## config.mk

```make
export PLATFORM = sky130hd
export DESIGN_NAME = dc_req_capture
export DESIGN_NICKNAME = d
export VERILOG_FILES = /design/src/dc_pkg.sv /design/src/dc_req_capture.sv
export VERILOG_INCLUDE_DIRS = /design/src
export SDC_FILE = /design/constraint.sdc
export NUM_CORES = 1
export LEC_CHECK = 0
export BUFFER_PORTS_ARGS = -buffer_cell sky130_fd_sc_hd__buf_2
export CORE_MARGIN = 4
export CORE_UTILIZATION = 43
export DETAILED_ROUTE_END_ITERATION = 7
export PLACE_DENSITY = 0.88
export SLEW_MARGIN = 10
export SYNTH_ARGS = -nofsm -noshare
export SYNTH_HDL_FRONTEND = slang
export SYNTH_SLANG_ARGS = --single-unit
```

## constraint.sdc

```tcl
create_clock -name clk -period 1.9 [get_ports clk]
set_clock_uncertainty 0.2 [all_clocks]
set_input_delay 0.285 -clock clk [delete_from_list [all_inputs] [get_ports clk]]
set_output_delay 0.285 -clock clk [all_outputs]
set_load 0.03 [all_outputs]
```

## src/dc_defs.svh

```systemverilog
`ifndef DC_DEFS_SVH
`define DC_DEFS_SVH

// ======================================================================
// Address and data geometry
// ======================================================================

// Byte address width of the CPU side
`define DC_ABW 16
// Width of one data word
`define DC_DW 32
// Words per cache line
`define DC_LINE_WORDS 4

// ======================================================================
// Cache depths and latencies
// ======================================================================

`define DC_L1_LINES 16
`define DC_L2_LINES 64
// Cycles from a read strobe to the store answer
`define DC_STORE_LAT 1
// Extra wait before an L2 line is used
`define DC_L2_READ_LAT 2
// Settle time after an L1 write
`define DC_L1_WRITE_LAT 2

`endif

```

## src/dc_pkg.sv

```systemverilog
`include "dc_defs.svh"

package dc_pkg;

	// One CPU request, held until the controller takes it
	typedef struct packed {
		logic                 rd;
		logic                 wr;
		logic [`DC_ABW-1:0]   adr;
		logic [`DC_DW-1:0]    wdat;
		logic [`DC_DW/8-1:0]  sel;
	} dc_req_t;

	// Word 0 sits in the low bits
	typedef struct packed {
		logic [`DC_LINE_WORDS-1:0][`DC_DW-1:0] w;
	} dc_line_t;

	// Command to a line store
	typedef struct packed {
		logic                                rd;
		logic                                wr;
		logic                                inv;
		logic [`DC_ABW-1:0]                  adr;
		logic [`DC_LINE_WORDS*`DC_DW/8-1:0]  mask;
		dc_line_t                            line;
	} dc_store_cmd_t;

	typedef struct packed {
		logic     hit;
		dc_line_t line;
	} dc_store_rsp_t;

	// Burst master outputs
	typedef struct packed {
		logic               cyc;
		logic               stb;
		logic [`DC_ABW-1:0] adr;
		logic [2:0]         cti;
	} dc_bus_req_t;

	// Result of one bus fill
	typedef struct packed {
		logic     done;
		logic     err;
		dc_line_t line;
	} dc_fill_t;

endpackage

```

## src/dc_req_capture.sv

```systemverilog
`timescale 1ns/1ps
`include "dc_defs.svh"

module dc_req_capture import dc_pkg::*; (
	input  logic               clk,
	input  logic               rst_i,
	input  logic               req_valid_i,
	input  dc_req_t            req_i,
	input  logic               inv_i,
	input  logic [`DC_ABW-1:0] inv_adr_i,
	input  logic               take_req_i,
	input  logic               take_inv_i,
	input  logic               ctrl_idle_i,
	output logic               req_pend_o,
	output dc_req_t            req_o,
	output logic               inv_pend_o,
	output logic [`DC_ABW-1:0] inv_adr_o,
	output logic               busy_o
);

	logic               req_pend_q;
	logic               inv_pend_q;
	dc_req_t            req_q;
	logic [`DC_ABW-1:0] inv_adr_q;

	// Pending flags
	// A new strobe wins over a take in the same cycle
	always_ff @(posedge clk) begin
		if (rst_i) begin
			req_pend_q <= 1'b0;
			inv_pend_q <= 1'b0;
		end else begin
			if (req_valid_i)
				req_pend_q <= 1'b1;
			else if (take_req_i)
				req_pend_q <= 1'b0;
			// Newer invalidate simply replaces the pending one
			if (inv_i)
				inv_pend_q <= 1'b1;
			else if (take_inv_i)
				inv_pend_q <= 1'b0;
		end
	end

	// Request and invalidate payloads
	always_ff @(posedge clk) begin
		if (req_valid_i)
			req_q <= req_i;
		if (inv_i)
			inv_adr_q <= inv_adr_i;
	end

	assign req_pend_o = req_pend_q;
	assign req_o      = req_q;
	assign inv_pend_o = inv_pend_q;
	assign inv_adr_o  = inv_adr_q;
	// Busy while a request waits or the controller works on one
	assign busy_o     = req_pend_q | ~ctrl_idle_i;

endmodule

```

==> flow_metrics.env <==
export IMPL_cts_sinks=72
export IMPL_final_setup_tns_ns=0
export IMPL_grt_overflow=0
export IMPL_synth_seq_cells=72
export IMPL_place_congestion=0.6862
export IMPL_fill_cells=266
export IMPL_rsz0062_at_grt="no"
export IMPL_dp_cells=296
export IMPL_vias=1716
export IMPL_ys_types=5
export IMPL_antenna_found_initial=0
export IMPL_die_area_um2=6269
export IMPL_grt_busiest_layer="met2"
export IMPL_cp_end_kind="flop"
export IMPL_slew_headroom_pct=74.25
export IMPL_drt_pre_antenna_iters=4
export IMPL_fmax_mhz=653.6
export IMPL_rows=25
export IMPL_antennaDiodeCount=0
export IMPL_cap_violations=0
export IMPL_dieHeight_um=79.18
export IMPL_p_leak_nw=1.702
export IMPL_clock_latency_ns=0.33
export IMPL_grt_pass1_wl_um=9942
export IMPL_synth_top_area_share_pct=96.50
export IMPL_post_drt_wl_per_cell_um=17.12
export IMPL_yosys_top_cells_area="edfxtp_1, dfxtp_1, nand2b_1"
export IMPL_grt_usage_pct=22.08
export IMPL_synthArstFlopShare_pct=0
export IMPL_grt_util_met1_pct=24.24
export IMPL_crit_chain="dlygate4sd3_1 > buf_2 > a21oi_1 > dlygate4sd3_1"
export IMPL_ctsLongestPathBuffers=2
export IMPL_synth_edf_count=70
export IMPL_portBuffers=149
export IMPL_wirelength_um=6574
export IMPL_critPathRequiredTime_ns=1.98
export IMPL_finalPower_w=0.003521
export IMPL_min_period_over_period_pct=80.53
export IMPL_synth_common_cells="edfxtp_1, nand2b_1, a21oi_1, dfxtp_1, inv_1"
export IMPL_cts_buffers=9
export IMPL_cts_tree="yes"
export IMPL_syn_inst=79
export IMPL_final_hold_viol_count=0
export IMPL_synth_top_flop_cell="edfxtp_1"
export IMPL_path_clk_slew_ns=0.08
export IMPL_htree_num_levels=3
export IMPL_grt_pass1_vias=1919
export IMPL_grt_met3_usage_pct=8.503
export IMPL_die_width_um=79.18
export IMPL_cp_slowest_cell="dlygate4sd3_1"
export IMPL_initial_utilization_pct=45.22
export IMPL_cts_root_buf="clkbuf_8"
export IMPL_antenna_left=0
export IMPL_route_detailed_drc=0
export IMPL_design_core_area_um2=4817
export IMPL_cp_max_fo=2
export IMPL_yosysMostFrequentCell="edfxtp_1"
export IMPL_io_pins=150
export IMPL_area_delta_synth_final_pct=79.55
export IMPL_slew_violations=0
export IMPL_setup_viol=0
export IMPL_finalNetCount=389
export IMPL_drt_initial_drc_count=81
export IMPL_layoutNonFillerInstCount=384
export IMPL_hold_class="primary input to flop"
export IMPL_seq_area_frac_synth_pct=98.33
export IMPL_outcome="complete, no violations"
export IMPL_cp_arrival_ns=1.61
export IMPL_synth_area_per_cell_um2=27.57
export IMPL_drive_gt1_share_pct=52.05
export IMPL_period_minus_slack_ns=1.530
export IMPL_start_kind="primary input"
export IMPL_max_stage_delay_ns=0.56
export IMPL_viasPerCell=4.469
export IMPL_worstSetupPathType="primary input to flop"
export IMPL_p_per_area_nw_per_um2=900.1
export IMPL_synth_warnings=0
export IMPL_grtUsageMet2_pct=38.47
export IMPL_grt_max_degree=56
export IMPL_dp_hpwl_um=3592
export IMPL_synth_area_um2=2178
export IMPL_synth_top_cell_by_area="edfxtp_1"
export IMPL_cp_common_cell="dlygate4sd3_1"
export IMPL_peakVddDrop_mv=0.7282
export IMPL_tightest_slew_ns=0.3862
export IMPL_syn_num_nets=156
-- cell families (layout without fill, tap and decap cells) --
family | Yosys count | count (layout) | share of synthesized area [%]
compound gates | 2 | 2 | 0.4595
buf+inv | 2 | 240 | 0.3448
flops | 72 | 72 | 98.33
simple gates | 3 | 3 | 0.8617
-- routing by layer --
| metal | part of all wire, % | up-vias |
|---|---|---|
| met2 | 51 | 137 |
| met1 | 36 | 792 |
| met3 | 12 | 11 |
| met4 | 1.6 | 0 |
| met5 | 0 | - |
| li1 | - | 776 |
-- metrics by stage --
stage	hold WS (ns)	util [%]	cell area (um2)	setup slack (ns)
finish	0.02911	81.19	3911	0.3699
global route	0.04688	81.19	3911	0.3058
CTS	0.01173	81.19	3911	0.4072
detailed placement	0.2631	62.86	3028	0.6929
global placement	0.2612	62.86	3028	0.7102
floorplan	0.1541	-	2178	0.5871
-- cell usage in the layout (no fill, tap or decap) --
cell type,netlist,final
a21oi_1,2,2
buf_12,0,1
buf_2,0,149
clkbuf_8,0,9
clkinv_1,0,1
clkinv_2,0,4
clkinvlp_4,0,2
dfxtp_1,2,2
dlygate4sd3_1,0,72
edfxtp_1,70,70
inv_1,2,2
nand2b_1,3,3
-- critical path, delay by kind of cell --
| family | cells | cell delay (ns) |
|---|---|---|
| buffers and inverters | 3 | 1.22 |
| AO/OA/AOI/OAI | 1 | 0.11 |
-- cell type report --
cell class,instances,area [um2],area share [%]
Clock inverter,7,38.79,0.9917
Timing Repair Buffer,222,1486,38.00
Inverter,2,7.507,0.1919
Sequential cell,72,2142,54.77
Clock buffer,9,123.9,3.167
Tap cell,67,83.83,2.143
Multi-Input combinational cell,5,28.78,0.7358
-- path summary, 6_finish.rpt --
path	depth (start not counted)	slack, ns	start	end
max	4	0.37	rst_i	req_pend_o
max reg2reg	3	0.53	req_pend_o	req_pend_o
min	3	0.03	take_inv_i	inv_pend_o
min reg2reg	2	0.31	inv_pend_o	inv_pend_o
-- sequential cells by signal, indices dropped and copies added (netlist names) --
name        cells
req_pend_o      1
inv_pend_o      1
inv_adr_o      16
req_o          54
-- report_power, final --
| part | internal (W) | switching [W] |
|---|---|---|
| Sequential | 0.00188 | 0.0000366 |
| Combinational | 0.000238 | 0.000381 |
| Clock | 0.000459 | 0.000526 |
-- timing repair --
item / 4_1_cts / 5_1_grt
hold endpoints to repair: 72 / 0
buffers inserted: 0 / 0
gates resized for setup: 0 / 0
hold buffers: 72 / 0
No activity file was read; power rests on OpenSTA's default activity.
