## config.mk

```make
export PLATFORM = sky130hd
export DESIGN_NAME = dc_line_store
export DESIGN_NICKNAME = d
export VERILOG_FILES = /design/src/dc_pkg.sv /design/src/dc_line_store.sv
export VERILOG_INCLUDE_DIRS = /design/src
export SDC_FILE = /design/constraint.sdc
export NUM_CORES = 2
export LEC_CHECK = 0
export BUFFER_PORTS_ARGS = -buffer_cell sky130_fd_sc_hd__buf_4
export CORE_ASPECT_RATIO = 0.5
export CORE_MARGIN = 2
export CORE_UTILIZATION = 48
export CTS_CLUSTER_DIAMETER = 80
export DETAILED_ROUTE_END_ITERATION = 8
export PLACE_DENSITY = 0.66
export SYNTH_ARGS = -nofsm -noshare
export SYNTH_HDL_FRONTEND = slang
export SYNTH_SLANG_ARGS = --single-unit
```

## constraint.sdc

```tcl
create_clock -name clk -period 2.43 [get_ports clk]
set_input_delay 0 -clock clk [delete_from_list [all_inputs] [get_ports clk]]
set_output_delay 0 -clock clk [all_outputs]
set_load 0.03 [all_outputs]
```

## src/dc_defs.svh

```systemverilog
`ifndef DC_DEFS_SVH
`define DC_DEFS_SVH

// ======================================================================
// Address and data geometry
// ======================================================================

// Byte address width of the CPU side
`define DC_ABW 16
// Width of one data word
`define DC_DW 32
// Words per cache line
`define DC_LINE_WORDS 4

// ======================================================================
// Cache depths and latencies
// ======================================================================

`define DC_L1_LINES 16
`define DC_L2_LINES 64
// Cycles from a read strobe to the store answer
`define DC_STORE_LAT 1
// Extra wait before an L2 line is used
`define DC_L2_READ_LAT 2
// Settle time after an L1 write
`define DC_L1_WRITE_LAT 2

`endif

```

## src/dc_pkg.sv

```systemverilog
`include "dc_defs.svh"

package dc_pkg;

	// One CPU request, held until the controller takes it
	typedef struct packed {
		logic                 rd;
		logic                 wr;
		logic [`DC_ABW-1:0]   adr;
		logic [`DC_DW-1:0]    wdat;
		logic [`DC_DW/8-1:0]  sel;
	} dc_req_t;

	// Word 0 sits in the low bits
	typedef struct packed {
		logic [`DC_LINE_WORDS-1:0][`DC_DW-1:0] w;
	} dc_line_t;

	// Command to a line store
	typedef struct packed {
		logic                                rd;
		logic                                wr;
		logic                                inv;
		logic [`DC_ABW-1:0]                  adr;
		logic [`DC_LINE_WORDS*`DC_DW/8-1:0]  mask;
		dc_line_t                            line;
	} dc_store_cmd_t;

	typedef struct packed {
		logic     hit;
		dc_line_t line;
	} dc_store_rsp_t;

	// Burst master outputs
	typedef struct packed {
		logic               cyc;
		logic               stb;
		logic [`DC_ABW-1:0] adr;
		logic [2:0]         cti;
	} dc_bus_req_t;

	// Result of one bus fill
	typedef struct packed {
		logic     done;
		logic     err;
		dc_line_t line;
	} dc_fill_t;

endpackage

```

## src/dc_line_store.sv

```systemverilog
`timescale 1ns/1ps
`include "dc_defs.svh"

module dc_line_store import dc_pkg::*; #(
	parameter int LINES = `DC_L1_LINES
) (
	input  logic          clk,
	input  logic          rst_i,
	input  dc_store_cmd_t cmd_i,
	output dc_store_rsp_t rsp_o,
	output logic          init_done_o
);

	// Line geometry
	localparam int NB = `DC_LINE_WORDS * `DC_DW / 8;
	localparam int OW = $clog2(NB);
	localparam int IW = $clog2(LINES);
	localparam int TW = `DC_ABW - OW - IW;
	localparam int LB = $bits(dc_line_t);

	logic [TW-1:0]  tag_mem [LINES];
	logic [LB-1:0]  data_mem [LINES];
	logic [LINES-1:0] valid_q;

	logic [IW-1:0] idx;
	logic [TW-1:0] tag;
	logic [LB-1:0] wr_bits;

	logic          init_done_q;
	logic [IW-1:0] sweep_q;

	// Read answer pipeline, last stage drives rsp_o
	dc_store_rsp_t rsp_pipe [`DC_STORE_LAT];

	assign idx     = cmd_i.adr[OW +: IW];
	assign tag     = cmd_i.adr[`DC_ABW-1 -: TW];
	assign wr_bits = cmd_i.line;

	// ======================================================================
	// Valid bits and reset sweep
	// ======================================================================

	// One line per cycle is cleared after reset
	always_ff @(posedge clk) begin
		if (rst_i) begin
			init_done_q <= 1'b0;
			sweep_q     <= '0;
		end else if (!init_done_q) begin
			valid_q[sweep_q] <= 1'b0;
			sweep_q          <= sweep_q + 1'b1;
			if (sweep_q == IW'(LINES - 1))
				init_done_q <= 1'b1;
		end else if (cmd_i.inv) begin
			valid_q[idx] <= 1'b0;
		end else if (cmd_i.wr) begin
			valid_q[idx] <= 1'b1;
		end
	end

	// ======================================================================
	// Tag and data arrays
	// ======================================================================

	// Byte masked write, a full mask loads a whole line
	always_ff @(posedge clk) begin
		if (cmd_i.wr) begin
			tag_mem[idx] <= tag;
			for (int b = 0; b < NB; b++) begin
				if (cmd_i.mask[b])
					data_mem[idx][b*8 +: 8] <= wr_bits[b*8 +: 8];
			end
		end
	end

	// First stage holds its answer until the next read
	always_ff @(posedge clk) begin
		if (cmd_i.rd) begin
			rsp_pipe[0].hit  <= valid_q[idx] && (tag_mem[idx] == tag);
			rsp_pipe[0].line <= data_mem[idx];
		end
		for (int s = 1; s < `DC_STORE_LAT; s++)
			rsp_pipe[s] <= rsp_pipe[s-1];
	end

	assign rsp_o       = rsp_pipe[`DC_STORE_LAT-1];
	assign init_done_o = init_done_q;

endmodule

```

==> flow_summary.toml <==
[routing]
vias = 40627
first_pass_iters = 5
wl_per_cell_microns = 27.99
drc = 0
ant_nets = 0
wirelength_mm = 197.2
drt_iter0_drc = 4254
viasPerCell = 5.766

[sta]
hold_viol_final = 0
clock_skew_ps = 25.99
max_clock_freq_mhz = 422.0
setup_violations = 0
period_share = 0.9751
worst_hold_slack_ps = 48.63
timing.final.max_slew_violations = 0
fin_crit_ps = 2370
fin_setup_tns_ps = 0
rsz0062_at_grt = "no"
slew_headroom = 0.1697
worstMarginPinSlew_ps = 1243

[cts]
clock-sinks = 2326
insertion_delay_ps = 820
cts_max_level = 4
cts_tree = "built"
clockBufferDepth = 3
numCtsBuffers = 198
root_buffer = "clkbuf_16"
clkSlewWorstSetupHoldPaths_ps = 60

[placement]
gp_congestion = 0.8078
portBuffers = 290
dp.cells = 6450
hpwl_mm = 120.1

[power_and_ir_drop]
power_density_mw_per_mm2 = 773.5
switchingPower_uw = 16620
p_int_uw = 64180
ir_drop_mv = 0.7448
pwr-share-clk = 0.383
comb_power_share = 0.059
p_total_uw = 80800
cellLeakagePower_uw = 0.03373
seqPwrFrac = 0.558
switching_share = 0.2057

[min_path]
min-delay-start = "cmd_i[109]"
hold_path.class = "input pin to register"

[worst_setup_path]
worstSetupStartpoint = "cmd_i[149]"
critical_path_buf_inv_count = 4
cp.arrival_ps = 2810
crit_path_frequent_cell = "dlygate4sd3_1"
critPathCaptureType = "register"
critPathRequiredTime_ps = 2870
crit_family = "buffers and inverters"
cpPeakStageDelay_ps = 600
cp_cell_sequence = "dlygate4sd3_1 -> buf_8 -> nor2b_1 -> dlygate4sd3_1 -> nand2_1 -> nor2_4 -> buf_12 -> and2_1"
worst_path_max_delay_cell = "dlygate4sd3_1"
startpoint_type = "input pin"
critical_path_class = "input pin to register"
crit_fanout = 21

[logic_synthesis]
seq_area_frac_synth = 0.7890
synth.largest_area_cell = "edfxtp_1"
async_reset_ff_frac = 0
yosysWarnings = 0
synth-edff-count = 2321
ys_types = 27
yosysMostFrequentCell = "edfxtp_1"
syn_inst = 3627
avgSynthCellArea_sq_um = 24.39
yosys-top-cells-count = "edfxtp_1, mux4_2, and2_1, clkbuf_1, buf_2"
synthFlopType = "edfxtp_1"
synth_area_sq_mm = 0.08846
synth_top_area_frac = 0.7878
synth_nets = 3796
ys_top_cells_by_area = "edfxtp_1, mux4_2, and2_1"
synth-seq-cells = 2326

[global_route]
grt_pass1_vias = 42499
grt_max_degree = 86
track_usage = 0.2116
antenna_found_initial = 29
grt-ovfl-total = 0
grt_first_pass_wirelength_mm = 288.0

[cells_and_area]
syn2layout_area_growth_pct = 18.09
area.sequential_sq_mm = 0.06980
fin_nets = 4617
finalNonFillerCells = 7046
n_fill_cell = 12942
drive_above_1_share = 0.3352
multi_input_area_sq_mm = 0.01792

[status]
status = "complete, no violations"

[die]
die_height_microns = 307.6
coreArea_sq_mm = 0.1832
initial_core_util = 0.4829
die_area_sq_mm = 0.1880
rows = 111
die_x_microns = 611.1
pin_count = 295

[flow_run]
maxCapViolCount = 0
[final cells by class]
cell class | count | share of cell area
multi-input cells | 1100 | 0.1715
repair buffers | 818 | 0.07116
well taps | 2429 | 0.02909
clock inverters | 104 | 0.009174
diodes | 8 | 0.0001916
flip-flops and latches | 2326 | 0.6681
inverters | 4 | 0.0001437
clock buffers | 257 | 0.05057
[per-stage QoR]
step                      cell area [sq um]  worst slack (ps)    util
after CTS                            104400             35.62  0.5701
after detailed placement              95930             205.0  0.5237
after floorplan                       88460             304.5       -
after global routing                 104500             50.23  0.5702
after global placement                95930             210.8  0.5237
final                                104500             60.47  0.5703
[power by group through the flow]
stage | clock network, uW | registers, uW | logic [uW]
final | 31000 | 45100 | 4750
after global routing | 33000 | 45100 | 5050
after CTS | 31500 | 45100 | 4830
after detailed placement | 0 | 46000 | 4490
after global placement | 0 | 45900 | 4370
after floorplan | 0 | 46200 | 2150
[per-layer routing]
layer | global-route usage | share of wire | up-vias
li1 | - | - | 17092
met3 | 0.02985 | 0.064 | 297
met5 | 0 | 0.00023 | -
met1 | 0.2900 | 0.40 | 21798
met2 | 0.3601 | 0.52 | 1434
met4 | 0.05727 | 0.021 | 6
[placed cells by master, fill, tap and decap left out, types with 18 or more instances in the layout]
cell           synthesis  routed
clkbuf_1             107      54
clkinv_1               0      51
dlygate4sd3_1          0     227
mux4_2               677     677
clkbuf_16              0     203
edfxtp_1            2321    2321
buf_12                 0      55
and2_1               258     255
clkinv_2               0      23
buf_4                  3     531
a21oi_1               18      18
nand2_1               40      40
[worst reg2reg max path: cells and delay by family, from the launching register on]
| family | cells | cell delay (ps) |
|---|---|---|
| AND/OR/NAND/NOR | 3 | 630 |
| flip-flops | 1 | 410 |
| multiplexers | 1 | 530 |
| AO/OA/AOI/OAI | 1 | 220 |
[cells by family after synthesis]
kind of cell	synth area share
AOI/OAI and AO/OA	0.002701
adders and majority gates	0.0005658
muxes	0.1741
xor gates and xnor gates	0.0008911
DFF	0.7890
buffers and inverters	0.009844
and+or+nand+nor	0.02294
[worst paths after layout]
check,to,slack (ps),cells after the start
max,data_mem[10][5],60,8
min,data_mem[14][109],50,2
max reg2reg,rsp_pipe[0][128],370,5
min reg2reg,sweep_q[0],610,2
[flip-flops by register name (all words and copies together), names as in the netlist, named ones only]
| signal | count |
|---|---|
| sweep_q | 4 |
| data_mem | 2048 |
| init_done_o | 1 |
| tag_mem | 128 |
| rsp_pipe | 129 |
[repair_timing]
| action | 4_1_cts | 5_1_grt |
|---|---|---|
| resized for setup | 0 | 3 |
| hold buffers | 227 | 0 |
| setup buffers | 0 | 0 |
| hold endpoints to repair | 4336 | 0 |
| setup endpoints to repair | 0 | 18 |
(Power assumes the default switching activity.)
