**src/dc_defs.svh**
```systemverilog
`ifndef DC_DEFS_SVH
`define DC_DEFS_SVH

// ======================================================================
// Address and data geometry
// ======================================================================

// Byte address width of the CPU side
`define DC_ABW 16
// Width of one data word
`define DC_DW 32
// Words per cache line
`define DC_LINE_WORDS 4

// ======================================================================
// Cache depths and latencies
// ======================================================================

`define DC_L1_LINES 16
`define DC_L2_LINES 64
// Cycles from a read strobe to the store answer
`define DC_STORE_LAT 1
// Extra wait before an L2 line is used
`define DC_L2_READ_LAT 2
// Settle time after an L1 write
`define DC_L1_WRITE_LAT 2

`endif

```
**src/dc_pkg.sv**
```systemverilog
`include "dc_defs.svh"

package dc_pkg;

	// One CPU request, held until the controller takes it
	typedef struct packed {
		logic                 rd;
		logic                 wr;
		logic [`DC_ABW-1:0]   adr;
		logic [`DC_DW-1:0]    wdat;
		logic [`DC_DW/8-1:0]  sel;
	} dc_req_t;

	// Word 0 sits in the low bits
	typedef struct packed {
		logic [`DC_LINE_WORDS-1:0][`DC_DW-1:0] w;
	} dc_line_t;

	// Command to a line store
	typedef struct packed {
		logic                                rd;
		logic                                wr;
		logic                                inv;
		logic [`DC_ABW-1:0]                  adr;
		logic [`DC_LINE_WORDS*`DC_DW/8-1:0]  mask;
		dc_line_t                            line;
	} dc_store_cmd_t;

	typedef struct packed {
		logic     hit;
		dc_line_t line;
	} dc_store_rsp_t;

	// Burst master outputs
	typedef struct packed {
		logic               cyc;
		logic               stb;
		logic [`DC_ABW-1:0] adr;
		logic [2:0]         cti;
	} dc_bus_req_t;

	// Result of one bus fill
	typedef struct packed {
		logic     done;
		logic     err;
		dc_line_t line;
	} dc_fill_t;

endpackage

```
**src/dc_bus_fill.sv**
```systemverilog
`timescale 1ns/1ps
`include "dc_defs.svh"

module dc_bus_fill import dc_pkg::*; (
	input  logic               clk,
	input  logic               rst_i,
	input  logic               start_i,
	input  logic [`DC_ABW-1:0] adr_i,
	output dc_bus_req_t        bus_o,
	input  logic               ack_i,
	input  logic               err_i,
	input  logic [`DC_DW-1:0]  dat_i,
	output dc_fill_t           fill_o
);

	localparam int              BW        = $clog2(`DC_LINE_WORDS);
	localparam logic [BW-1:0]   LAST_BEAT = BW'(`DC_LINE_WORDS - 1);
	// Byte offset between beats
	localparam int              WSH       = $clog2(`DC_DW / 8);

	// Cycle type codes
	localparam logic [2:0] CTI_INCR = 3'b010;
	localparam logic [2:0] CTI_END  = 3'b111;

	logic               active_q;
	logic [BW-1:0]      beat_q;
	logic               done_q;
	logic               err_q;
	logic [`DC_ABW-1:0] base_q;
	dc_line_t           line_q;

	logic               beat_end;

	// Beat finishes on either ack or err
	assign beat_end = active_q && (ack_i || err_i);

	// ======================================================================
	// Burst control
	// ======================================================================

	always_ff @(posedge clk) begin
		if (rst_i) begin
			active_q <= 1'b0;
			beat_q   <= '0;
			done_q   <= 1'b0;
			err_q    <= 1'b0;
		end else begin
			done_q <= 1'b0;
			if (start_i) begin
				active_q <= 1'b1;
				beat_q   <= '0;
				err_q    <= 1'b0;
			end else if (beat_end) begin
				beat_q <= beat_q + 1'b1;
				// Error ends the burst at once
				if (err_i) begin
					active_q <= 1'b0;
					done_q   <= 1'b1;
					err_q    <= 1'b1;
				end else if (beat_q == LAST_BEAT) begin
					active_q <= 1'b0;
					done_q   <= 1'b1;
				end
			end
		end
	end

	// Line base and assembled words
	always_ff @(posedge clk) begin
		if (start_i)
			base_q <= adr_i;
		if (beat_end && !err_i)
			line_q.w[beat_q] <= dat_i;
	end

	// Address steps one word per beat
	assign bus_o.cyc = active_q;
	assign bus_o.stb = active_q;
	assign bus_o.adr = base_q + (`DC_ABW'(beat_q) << WSH);
	assign bus_o.cti = (beat_q == LAST_BEAT) ? CTI_END : CTI_INCR;

	assign fill_o.done = done_q;
	assign fill_o.err  = err_q;
	assign fill_o.line = line_q;

endmodule

```
**config.mk**
```make
export PLATFORM = sky130hd
export DESIGN_NAME = dc_bus_fill
export DESIGN_NICKNAME = d
export VERILOG_FILES = /design/src/dc_pkg.sv /design/src/dc_bus_fill.sv
export VERILOG_INCLUDE_DIRS = /design/src
export SDC_FILE = /design/constraint.sdc
export NUM_CORES = 1
export LEC_CHECK = 0
export BUFFER_PORTS_ARGS = -buffer_cell sky130_fd_sc_hd__buf_2
export CORE_ASPECT_RATIO = 1.1
export CORE_MARGIN = 3
export CORE_UTILIZATION = 45
export CTS_BUF_LIST = sky130_fd_sc_hd__clkbuf_8 sky130_fd_sc_hd__clkbuf_16
export DETAILED_ROUTE_END_ITERATION = 10
export PLACE_DENSITY = 0.75
export SLEW_MARGIN = 30
export SYNTH_ARGS = -nofsm -noshare
export SYNTH_HDL_FRONTEND = slang
export SYNTH_SLANG_ARGS = --single-unit
```
**constraint.sdc**
```tcl
create_clock -name clk -period 3.7 [get_ports clk]
set_clock_uncertainty 0.15 [all_clocks]
set_input_delay 0.37 -clock clk [delete_from_list [all_inputs] [get_ports clk]]
set_output_delay 0.37 -clock clk [all_outputs]
set_load 0.05 [all_outputs]
```
==> flow_summary.toml <==
[status]
status = "finished clean"

[synthesis]
syn_area_sq_um = 4970
synth_top_area_share_pct = 86.9
synth-xor-area-share_pct = 2.29
synth_seq_area_share_pct = 89.0
synth_mux_area_share_pct = 0.201
synthAdderAreaFrac_pct = 1.91
yosys_warnings = 0
synth_top_family_by_area = "simple AND/OR/NAND/NOR gates"
synth.net_count = 276
async_flop_share_pct = 0
synth_edf_count = 144
synth_ff_type = "edfxtp_1"
synth-simple-area-share_pct = 4.55
ys_ff_latch = 149
syn_avg_cell_area_sq_um = 23.0
yosysTopAreaCell = "edfxtp_1"
synth_compound_area_share_pct = 0.579
synth.distinct_cells = 28
synthCells = 216
synth_area_leaders = "edfxtp_1 (87%), dfxtp_1 (2.0%), ha_1 (1.5%), xor2_1 (1.2%), buf_4 (1.2%)"

[floorplan]
die_h_um = 116
die_w_um = 106
coreArea_sq_um = 10600
io_pins = 204
die-area_sq_um = 12400
rows = 39
initial_core_util_pct = 47.0

[critical_path]
path_class = "reg2out"
worstPathRequired_ns = 3.18
ff2ff_setup_slack_ns = 1.67
max_stage_delay_ns = 0.43
path_cells = "ha_1, fa_1, and4_1, nor4b_4, xor2_1, buf_2"
crit_fanout = 4
startpoint_type = "register"
cp_top_family = "adder cells"
cp_num_buf_inv = 1
critPathArrivalTime_ns = 2.32
critPathSlowestCell = "fa_1"
end_kind = "output port"

[place]
gp_congestion = 0.780
place_area_sq_um = 6110
numPortBuffers = 202
place_hpwl_um = 6490

[global_route]
grt_max_degree = 33
overflow = 0
grt_pass1_wl_um = 14800
grt_util_all_layers_pct = 16.3
antenna_found_initial = 1
grt_pass1_vias = 2755

[clock_network]
clk_path_buf_depth = 2
cts_setup_buffers = 0
cts.sink_count = 149
insertion_delay_ns = 0.40
ctsResizeCount = 0
numCtsBuffers = 17
h-tree-depth = 4
cts_root_buffer = "clkbuf_16"
cts_tree = "built"
clk_transition_reported_paths_ns = 0.06

[timing]
fmax_mhz = 353
min_period_ns = 2.84
rsz0062_at_grt = "no"
fin_crit_sh_pct = 76.6
drv_slew = 0
slew_headroom_pct = 40.0
final-setup-viol-count = 0
setup_tns_ns = 0
hold_viol = 0
worst_pin_slew_ns = 0.899

[finish]
nNetsFinal = 505
drive_gt1_share_pct = 53.3
fin_area_sq_um = 6900
diodes = 0
fin_util_pct = 65.1
area_delta_synth_final_pct = 38.7

[power]
clkPwrFrac_pct = 45.9
switching_share_pct = 21.1
powerDensity_nw_per_um2 = 565
pwr-share-seq_pct = 48.7
comb_power_share_pct = 5.4
peakVddDrop_uv = 265
p_sw_mw = 0.821
p_int_mw = 3.07
power.leakage_nw = 2.71

[routing]
drtPass1Iterations = 4
wirelength_um = 10000
final_antenna_net_count = 0
wire_per_inst_um = 16.7
drtIter0Drc = 136
num_vias = 2826
drc_errors = 0
vias_per_cell = 4.70

[flow_run]
drv_cap = 0

[min_path]
hold_class = "in2reg"
-- logic make-up after synthesis --
kind of cell / count (synthesis)
AND/OR/NAND/NOR: 29
multiplexers: 1
XOR/XNOR: 13
AO/OA/AOI/OAI: 5
flip-flops: 149
buffers and inverters: 11
adder cells (fa/ha/maj): 7
other: 1
-- synth_stat cells, drive strengths merged (4+ instances only) --
master	count
xor2	7
nand2	4
ha	6
nor3	4
buf	8
dfxtp	5
a21oi	4
edfxtp	144
xnor2	6
and2	4
-- power groups by stage --
| stage | sequential (mW) | clock (mW) | combinational [mW] |
|---|---|---|---|
| 4_1_cts | 1.90 | 1.82 | 0.207 |
| 2_1_floorplan | 1.96 | 0 | 0.0974 |
| 3_5_place_dp | 1.93 | 0 | 0.194 |
| 6_report | 1.90 | 1.79 | 0.208 |
| 5_1_grt | 1.90 | 1.91 | 0.222 |
| 3_3_place_gp | 1.93 | 0 | 0.192 |
-- metal layers --
metal / global-route usage [%] / part of all wire [%] / routed length, um / vias up
met4: 6.56 / 1.1 / 111 / 2
met3: 6.52 / 9.8 / 981 / 12
li1: - / - / - / 1296
met1: 19.4 / 41 / 4090 / 1347
met2: 26.6 / 48 / 4850 / 169
met5: 0 / 0.080 / 8 / -
-- per-stage QoR --
step / power (mW) / setup WS (ns) / std cells / hold WS, ns
after detailed placement: 2.13 / 1.34 / 553 / 0.344
after floorplan: 2.06 / 1.06 / 216 / 0.292
final: 3.89 / 0.864 / 601 / 0.0289
after global placement: 2.12 / 1.35 / 553 / 0.351
after global routing: 4.03 / 0.694 / 601 / 0.0137
after CTS: 3.93 / 0.890 / 601 / 0.00995
-- registers in the layout (all words and copies together) (netlist names) --
register,flops
base_q,16
fill_o,128
done_q,1
err_q,1
active_q,1
beat_q,2
-- layout by cell type (no fill, tap or decap), types with 2 or more instances in the layout --
cell type        n
a21oi_1          3
and2_2           4
buf_2          202
bufinv_16        4
clkbuf_16       17
clkinv_1         2
clkinv_4         3
dfxtp_1          5
dlygate4sd3_1   16
edfxtp_1       144
ha_1             6
inv_1            4
inv_6            3
nand2_1          3
nand3_1          2
nand4_1          2
nor2_1           3
nor3_1           4
nor4_2           3
xnor2_1          6
xor2_1           7
-- worst reg2reg max path: stages, from the launching register on --
cell	delay [ns]
dfxtp_1	0.45
ha_1	0.27
and2_2	0.77
-- worst paths after layout --
kind         depth (start not counted)  startpoint     endpoint
max                                  6   base_q[2]    bus_o[17]
min                                  1   dat_i[24]   fill_o[24]
max reg2reg                          2   beat_q[1]  fill_o[110]
min reg2reg                          2       err_q        err_q
-- area by class of cell --
cell class                      count  area, sq um
Clock buffer                       17          425
Clock inverter                     15          203
Fill cell                         699         3690
Inverter                            3         11.3
Multi-Input combinational cell     56          483
Sequential cell                   149         4420
Tap cell                          143          179
Timing Repair Buffer              218         1170
-- timing repair --
action                                 CTS  global route
endpoints found under the hold margin   16             0
setup endpoints to repair                0             0
hold buffers                            16             0
Note: power is estimated with default switching activity, not from simulation.
