<file path="config.mk">
export PLATFORM = sky130hd
export DESIGN_NAME = dc_miss_ctrl
export DESIGN_NICKNAME = d
export VERILOG_FILES = /design/src/dc_pkg.sv /design/src/dc_miss_ctrl.sv
export VERILOG_INCLUDE_DIRS = /design/src
export SDC_FILE = /design/constraint.sdc
export NUM_CORES = 1
export LEC_CHECK = 0
export ABC_AREA = 1
export BUFFER_PORTS_ARGS = -buffer_cell sky130_fd_sc_hd__buf_2
export CELL_PAD_IN_SITES_DETAIL_PLACEMENT = 1
export CELL_PAD_IN_SITES_GLOBAL_PLACEMENT = 1
export CORE_AREA = 8 8 339 341
export CTS_CLUSTER_DIAMETER = 50
export DETAILED_ROUTE_END_ITERATION = 6
export DIE_AREA = 0 0 347 349
export PLACE_DENSITY = 0.53
export SETUP_SLACK_MARGIN = 0.3
export SKIP_LAST_GASP = 1
export SLEW_MARGIN = 25
export SYNTH_ARGS = -nofsm -noshare
export SYNTH_HDL_FRONTEND = slang
export SYNTH_SLANG_ARGS = --single-unit
</file>
<file path="constraint.sdc">
create_clock -name clk -period 4.6 [get_ports clk]
set_input_delay 0.23 -clock clk [delete_from_list [all_inputs] [get_ports clk]]
set_output_delay 0.23 -clock clk [all_outputs]
set_load 0.02 [all_outputs]
</file>
<file path="src/dc_defs.svh">
`ifndef DC_DEFS_SVH
`define DC_DEFS_SVH

// ======================================================================
// Address and data geometry
// ======================================================================

// Byte address width of the CPU side
`define DC_ABW 16
// Width of one data word
`define DC_DW 32
// Words per cache line
`define DC_LINE_WORDS 4

// ======================================================================
// Cache depths and latencies
// ======================================================================

`define DC_L1_LINES 16
`define DC_L2_LINES 64
// Cycles from a read strobe to the store answer
`define DC_STORE_LAT 1
// Extra wait before an L2 line is used
`define DC_L2_READ_LAT 2
// Settle time after an L1 write
`define DC_L1_WRITE_LAT 2

`endif

</file>
<file path="src/dc_pkg.sv">
`include "dc_defs.svh"

package dc_pkg;

	// One CPU request, held until the controller takes it
	typedef struct packed {
		logic                 rd;
		logic                 wr;
		logic [`DC_ABW-1:0]   adr;
		logic [`DC_DW-1:0]    wdat;
		logic [`DC_DW/8-1:0]  sel;
	} dc_req_t;

	// Word 0 sits in the low bits
	typedef struct packed {
		logic [`DC_LINE_WORDS-1:0][`DC_DW-1:0] w;
	} dc_line_t;

	// Command to a line store
	typedef struct packed {
		logic                                rd;
		logic                                wr;
		logic                                inv;
		logic [`DC_ABW-1:0]                  adr;
		logic [`DC_LINE_WORDS*`DC_DW/8-1:0]  mask;
		dc_line_t                            line;
	} dc_store_cmd_t;

	typedef struct packed {
		logic     hit;
		dc_line_t line;
	} dc_store_rsp_t;

	// Burst master outputs
	typedef struct packed {
		logic               cyc;
		logic               stb;
		logic [`DC_ABW-1:0] adr;
		logic [2:0]         cti;
	} dc_bus_req_t;

	// Result of one bus fill
	typedef struct packed {
		logic     done;
		logic     err;
		dc_line_t line;
	} dc_fill_t;

endpackage

</file>
<file path="src/dc_miss_ctrl.sv">
`timescale 1ns/1ps
`include "dc_defs.svh"

module dc_miss_ctrl import dc_pkg::*; (
	input  logic               clk,
	input  logic               rst_i,
	input  logic               req_pend_i,
	input  dc_req_t            req_i,
	input  logic               inv_pend_i,
	input  logic [`DC_ABW-1:0] inv_adr_i,
	output logic               take_req_o,
	output logic               take_inv_o,
	output logic               idle_o,
	output dc_store_cmd_t      l1_cmd_o,
	input  dc_store_rsp_t      l1_rsp_i,
	output dc_store_cmd_t      l2_cmd_o,
	input  dc_store_rsp_t      l2_rsp_i,
	input  logic               l1_init_i,
	input  logic               l2_init_i,
	output logic               fill_start_o,
	output logic [`DC_ABW-1:0] fill_adr_o,
	input  dc_fill_t           fill_i,
	output logic               done_o,
	output logic [`DC_DW-1:0]  rdata_o,
	output logic               err_o,
	output logic [31:0]        fill_cnt_o
);

	localparam int NB = `DC_LINE_WORDS * `DC_DW / 8;
	localparam int OW = $clog2(NB);
	localparam int BW = $clog2(`DC_DW / 8);
	localparam int WW = $clog2(`DC_LINE_WORDS);

	// Last count value of each wait
	localparam logic [2:0] LOOKUP_LAST = 3'(`DC_STORE_LAT - 1);
	localparam logic [2:0] L2_LAST     = 3'(`DC_L2_READ_LAT - 1);
	localparam logic [2:0] WR_LAST     = 3'(`DC_L1_WRITE_LAT - 1);

	typedef enum logic [3:0] {
		ST_INIT, ST_IDLE, ST_INV, ST_LOOKUP, ST_L2WAIT,
		ST_L1LOAD, ST_FILL, ST_FILLLOAD, ST_WRWAIT
	} state_e;

	state_e             state_q;
	logic [2:0]         cnt_q;
	dc_req_t            op_q;
	logic [`DC_ABW-1:0] adr_q;
	dc_line_t           line_q;

	logic               lookup_rdy;
	logic [`DC_ABW-1:0] line_adr;
	logic [WW-1:0]      word_sel;
	logic [NB-1:0]      wmask;
	dc_line_t           wline;

	// ======================================================================
	// Handshake and store commands
	// ======================================================================

	// Invalidate goes ahead of a waiting request
	assign idle_o     = (state_q == ST_IDLE);
	assign take_inv_o = idle_o && inv_pend_i;
	assign take_req_o = idle_o && !inv_pend_i && req_pend_i;

	assign lookup_rdy = (cnt_q == LOOKUP_LAST);
	assign line_adr   = {(idle_o ? req_i.adr[`DC_ABW-1:OW] : adr_q[`DC_ABW-1:OW]), {OW{1'b0}}};
	assign word_sel   = adr_q[BW +: WW];

	// Byte lanes of the addressed word, data copied into every word
	assign wmask   = NB'(op_q.sel) << {word_sel, {BW{1'b0}}};
	assign wline.w = {`DC_LINE_WORDS{op_q.wdat}};

	always_comb begin
		l1_cmd_o      = '0;
		l2_cmd_o      = '0;
		l1_cmd_o.adr  = line_adr;
		l2_cmd_o.adr  = line_adr;
		l1_cmd_o.mask = '1;
		l2_cmd_o.mask = '1;
		l1_cmd_o.line = line_q;
		l2_cmd_o.line = line_q;
		case (state_q)
			// Both levels are looked up together
			ST_IDLE: begin
				l1_cmd_o.rd = take_req_o;
				l2_cmd_o.rd = take_req_o;
			end
			ST_INV:
				l1_cmd_o.inv = 1'b1;
			// Write only where the line already lives
			ST_LOOKUP: begin
				l1_cmd_o.wr   = lookup_rdy && op_q.wr && l1_rsp_i.hit;
				l2_cmd_o.wr   = lookup_rdy && op_q.wr && l2_rsp_i.hit;
				l1_cmd_o.mask = wmask;
				l2_cmd_o.mask = wmask;
				l1_cmd_o.line = wline;
				l2_cmd_o.line = wline;
			end
			ST_L1LOAD:
				l1_cmd_o.wr = 1'b1;
			ST_FILLLOAD: begin
				l1_cmd_o.wr = 1'b1;
				l2_cmd_o.wr = 1'b1;
			end
			default: ;
		endcase
	end

	// ======================================================================
	// Miss sequencing FSM
	// ======================================================================

	always_ff @(posedge clk) begin
		if (rst_i) begin
			state_q      <= ST_INIT;
			cnt_q        <= '0;
			done_o       <= 1'b0;
			err_o        <= 1'b0;
			fill_start_o <= 1'b0;
			fill_cnt_o   <= '0;
		end else begin
			done_o       <= 1'b0;
			err_o        <= 1'b0;
			fill_start_o <= 1'b0;
			case (state_q)
				// Wait out both valid sweeps
				ST_INIT:
					if (l1_init_i && l2_init_i)
						state_q <= ST_IDLE;
				ST_IDLE: begin
					cnt_q <= '0;
					if (inv_pend_i)
						state_q <= ST_INV;
					else if (req_pend_i)
						state_q <= ST_LOOKUP;
				end
				ST_INV:
					state_q <= ST_IDLE;
				ST_LOOKUP: begin
					cnt_q <= cnt_q + 3'd1;
					if (lookup_rdy) begin
						cnt_q <= '0;
						if (op_q.wr || l1_rsp_i.hit) begin
							done_o  <= 1'b1;
							state_q <= ST_IDLE;
						end else if (l2_rsp_i.hit) begin
							state_q <= ST_L2WAIT;
						end else begin
							// Miss in both levels
							fill_start_o <= 1'b1;
							state_q      <= ST_FILL;
						end
					end
				end
				ST_L2WAIT: begin
					cnt_q <= cnt_q + 3'd1;
					if (cnt_q == L2_LAST)
						state_q <= ST_L1LOAD;
				end
				ST_L1LOAD: begin
					cnt_q   <= '0;
					state_q <= ST_WRWAIT;
				end
				// Failed fill loads nothing
				ST_FILL:
					if (fill_i.done) begin
						if (fill_i.err) begin
							done_o  <= 1'b1;
							err_o   <= 1'b1;
							state_q <= ST_IDLE;
						end else begin
							state_q <= ST_FILLLOAD;
						end
					end
				ST_FILLLOAD: begin
					fill_cnt_o <= fill_cnt_o + 32'd1;
					cnt_q      <= '0;
					state_q    <= ST_WRWAIT;
				end
				// L1 write must settle before the word goes back
				ST_WRWAIT: begin
					cnt_q <= cnt_q + 3'd1;
					if (cnt_q == WR_LAST) begin
						done_o  <= 1'b1;
						state_q <= ST_IDLE;
					end
				end
				default:
					state_q <= ST_IDLE;
			endcase
		end
	end

	// Request copy, working line and read word
	always_ff @(posedge clk) begin
		if (take_inv_o)
			adr_q <= inv_adr_i;
		if (take_req_o) begin
			op_q  <= req_i;
			adr_q <= req_i.adr;
		end
		if (state_q == ST_LOOKUP && lookup_rdy) begin
			line_q     <= l2_rsp_i.line;
			fill_adr_o <= {adr_q[`DC_ABW-1:OW], {OW{1'b0}}};
			if (l1_rsp_i.hit)
				rdata_o <= l1_rsp_i.line.w[word_sel];
		end
		if (state_q == ST_FILL && fill_i.done)
			line_q <= fill_i.line;
		if (state_q == ST_WRWAIT && cnt_q == WR_LAST)
			rdata_o <= line_q.w[word_sel];
	end

endmodule

</file>
==> run summary <==
Skew-Pair Late Insertion Delay: 0.61 ns
fraction of the yosys area taken by sequential cells: 0.476
slowest cell delay on critical path: 0.60 ns
Worst VDD drop: 0.231 mV
CP Max Fanout: 30
number of global-route vias before repair: 19600
HP Start: l2_rsp_i[63]
Yosys top cell area share: 0.423
slowest cell on the critical path: inv_2
CP Launch Type: flip-flop
Cell Rows: 122
Peak Freq: 279 MHz
cts hold-fix bufs: 325
I/O pin cnt: 876
die width: 347 microns
RSZ-0062 raised after global routing: no
Final Max Tran Viols: 0
EDFF count, synth: 223
HPWL after DPL: 74500 microns
Die Area: 121000 sq um
Tcrit/Tclk final: 0.778
crit path time final: 3.58 ns
clock sink count: 265
Via Count: 18000
Hold Path Class: primary input to flip-flop
Hold Crit Depth: 3
clk_skew: 0.0176 ns
R2R depth: 7
GR Util All Layers: 0.150
R2R Path Start: adr_q[2]$_DFFE_PP_
Finished Layout Cells: 4543
Final ANT Viol Nets: 0
DR vias/cell: 3.95
GR Overflow Total: 0
global-route wire length before repair: 135000 microns
Final #Nets: 3528
R2R Setup Slk: 1.23 ns
Root Buffer: clkbuf_16
main flop type after synthesis: edfxtp_1
pwr dens: 409 nW/um^2
Clock Tree Buf Depth: 3
Area Growth Syn to Fin: 60.9%
most common cell in the netlist: nand2_1
status: complete, no violations
count of cell types in the netlist: 34
Finish-stage setup viols: 0
final WL: 96100 microns
fraction of layout cells with a size suffix above 1: 0.324
drc violations: 0
Worst-Margin Slew: 0.961 ns
Cells after Synth: 2064
routed len/inst: 21.2 microns
flip-flop and latch count after synthesis: 265
clock power share: 0.382
Reg power frac: 0.286
largest area contributor in the netlist: edfxtp_1
Rel. slew slack: 0.359
die height: 349 microns
sw frac: 0.376
Fillers: 13400
Post-CTS Repair Setup Buffers: 0
CTS tree: built
IO Port Bufs: 857
fraction of registers with async set/reset: 0
CTS buffer count: 53
Synth area leaders: edfxtp_1, nand2_1, buf_4
Critical Path AT: 3.35 ns
Worst R2R End: rdata_o[19]$_DFFE_PP_
NetSw: 0.00391 W
max-cap viol count: 0
footprint of the multi-input gates: 6100 sq um
DRT Pass-1 Iters: 5
final hold vios: 0
Synthesis Warnings: 0
Max H-tree Level: 2
DRT iter0 DRCs: 921
CP endpoint kind: primary output
critical path class: flip-flop to primary output
Reg clk slew, reported paths: 0.05 ns
Leak: 11.9 nW
TNS Setup: 0 ns
initial antenna violation count: 29
Worst EP required: 4.37 ns
placed insts: 4106
top cells by instance count after synthesis: nand2_1, nor2_1, edfxtp_1, o21ai_0, buf_4
CORE AREA: 110000 sq um
sequential cell area: 7540 sq um
worst hold path endpoint: line_q[63]$_DFFE_PP_
post-cts resize count: 0
cell-internal power: 0.00650 W
initial core utilization: 0.144
CP cell instances: inv_2, nor2_2, nand2_1, buf_4, nor2_2, nand2_2, inv_2, buf_4, buf_2
Final GP Congestion: 0.863
largest net degree at the start of global routing: 165
Logic pwr share: 0.332
average size of a mapped cell: 7.67 sq um
Mapped Area: 15800 sq um
## sequential cells by signal, summed over array words and instances, names as in the netlist
name          cells
cnt_q             3
op_q             37
adr_q            14
state_q           4
fill_cnt_o       32
done_o            1
fill_adr_o       12
err_o             1
fill_start_o      1
rdata_o          32
line_q          128
## per-stage QoR
step / utilization / hold slack [ns] / worst slack, ns / total power, W / area [sq um]
finish: 0.232 / 0.0422 / 1.02 / 0.0104 / 25500
CTS: 0.232 / 0.00329 / 0.846 / 0.0106 / 25400
global route: 0.232 / 0.0236 / 0.663 / 0.0110 / 25500
floorplan: - / 0.307 / 0.318 / 0.00505 / 15900
detailed placement: 0.186 / 0.409 / 1.55 / 0.00625 / 20400
global placement: 0.186 / 0.408 / 1.58 / 0.00623 / 20400
## area by class of cell
| type | count | share of cell area |
|---|---|---|
| flip-flops and latches | 265 | 0.296 |
| multi-input cells | 1423 | 0.240 |
| inverters | 111 | 0.0168 |
| clock buffers | 59 | 0.0541 |
| repair buffers | 1206 | 0.305 |
| diodes | 12 | 0.00118 |
| clock inverters | 41 | 0.0172 |
| well taps | 1426 | 0.0700 |
## cells by family (layout without fill, tap and decap cells)
family                   Yosys count  after routing  synth area share
flip-flops                       265            265             0.476
buffers and inverters            388           1417             0.144
AO/OA/AOI/OAI                    345            345             0.112
AND/OR/NAND/NOR                 1061           1061             0.264
adder cells (fa/ha/maj)            4              4           0.00316
other                              1             25          0.000237
## power groups by stage
stage / logic [W] / clock network (W) / registers [W]
detailed placement: 0.00322 / 0 / 0.00303
global placement: 0.00321 / 0 / 0.00302
finish: 0.00345 / 0.00398 / 0.00298
floorplan: 0.00206 / 0 / 0.00299
global route: 0.00376 / 0.00421 / 0.00300
CTS: 0.00351 / 0.00412 / 0.00298
## per-layer routing
layer	global-route usage	vias up	routed length, microns
li1	-	8565	-
met1	0.182	8592	40700
met2	0.255	646	45700
met3	0.0423	141	6430
met4	0.0530	10	3140
met5	0	-	63
## cells in the final DEF, fill, tap and decap left out, types with 2 or more instances in the layout
cell type	Yosys	layout
nor2_1	255	255
clkinv_1	0	4
conb_1	1	13
clkinv_2	0	11
clkbuf_16	0	53
inv_6	0	11
o21a_1	2	2
o21ai_0	211	210
a31oi_1	32	32
bufinv_16	0	6
inv_2	8	6
nor2_2	4	3
o21bai_1	2	2
ha_1	4	4
nor3_1	7	7
a21oi_1	57	56
nand4_1	15	15
o21ai_1	40	40
nor3b_1	3	3
nand3_1	35	35
clkbuf_8	0	3
dfxtp_1	42	42
nand2_2	3	3
inv_1	103	101
nand2_1	728	726
nor2_4	4	5
diode_2	0	12
buf_2	41	857
clkbuf_1	36	3
inv_4	0	2
dlygate4sd3_1	0	325
clkinvlp_4	0	4
clkinv_8	0	2
nand2_4	1	2
buf_12	0	4
buf_4	177	20
edfxtp_1	223	223
clkinv_4	0	5
## worst max path at each step
stage / startpoint / cells past startpoint / slack [ns] / end
6_report: state_q[0]$_SDFFE_PP0P_ / 9 / 1.02 / take_req_o
5_1_grt: state_q[0]$_SDFFE_PP0P_ / 9 / 0.66 / take_req_o
4_1_cts: state_q[0]$_SDFFE_PP0P_ / 9 / 0.85 / take_req_o
3_5_place_dp: state_q[0]$_SDFFE_PP0P_ / 9 / 1.55 / take_req_o
3_3_place_gp: state_q[0]$_SDFFE_PP0P_ / 9 / 1.58 / take_req_o
2_1_floorplan: state_q[1]$_SDFFE_PP0P_ / 6 / 0.32 / rdata_o[0]$_DFFE_PP_
## worst max-delay path, delay by kind of cell, from the launching register on
kind | cells | cell delay, ns
buf+inv | 5 | 1.55
simple gates | 4 | 0.77
flops | 1 | 0.42
No activity file was read; power rests on OpenSTA's default activity.
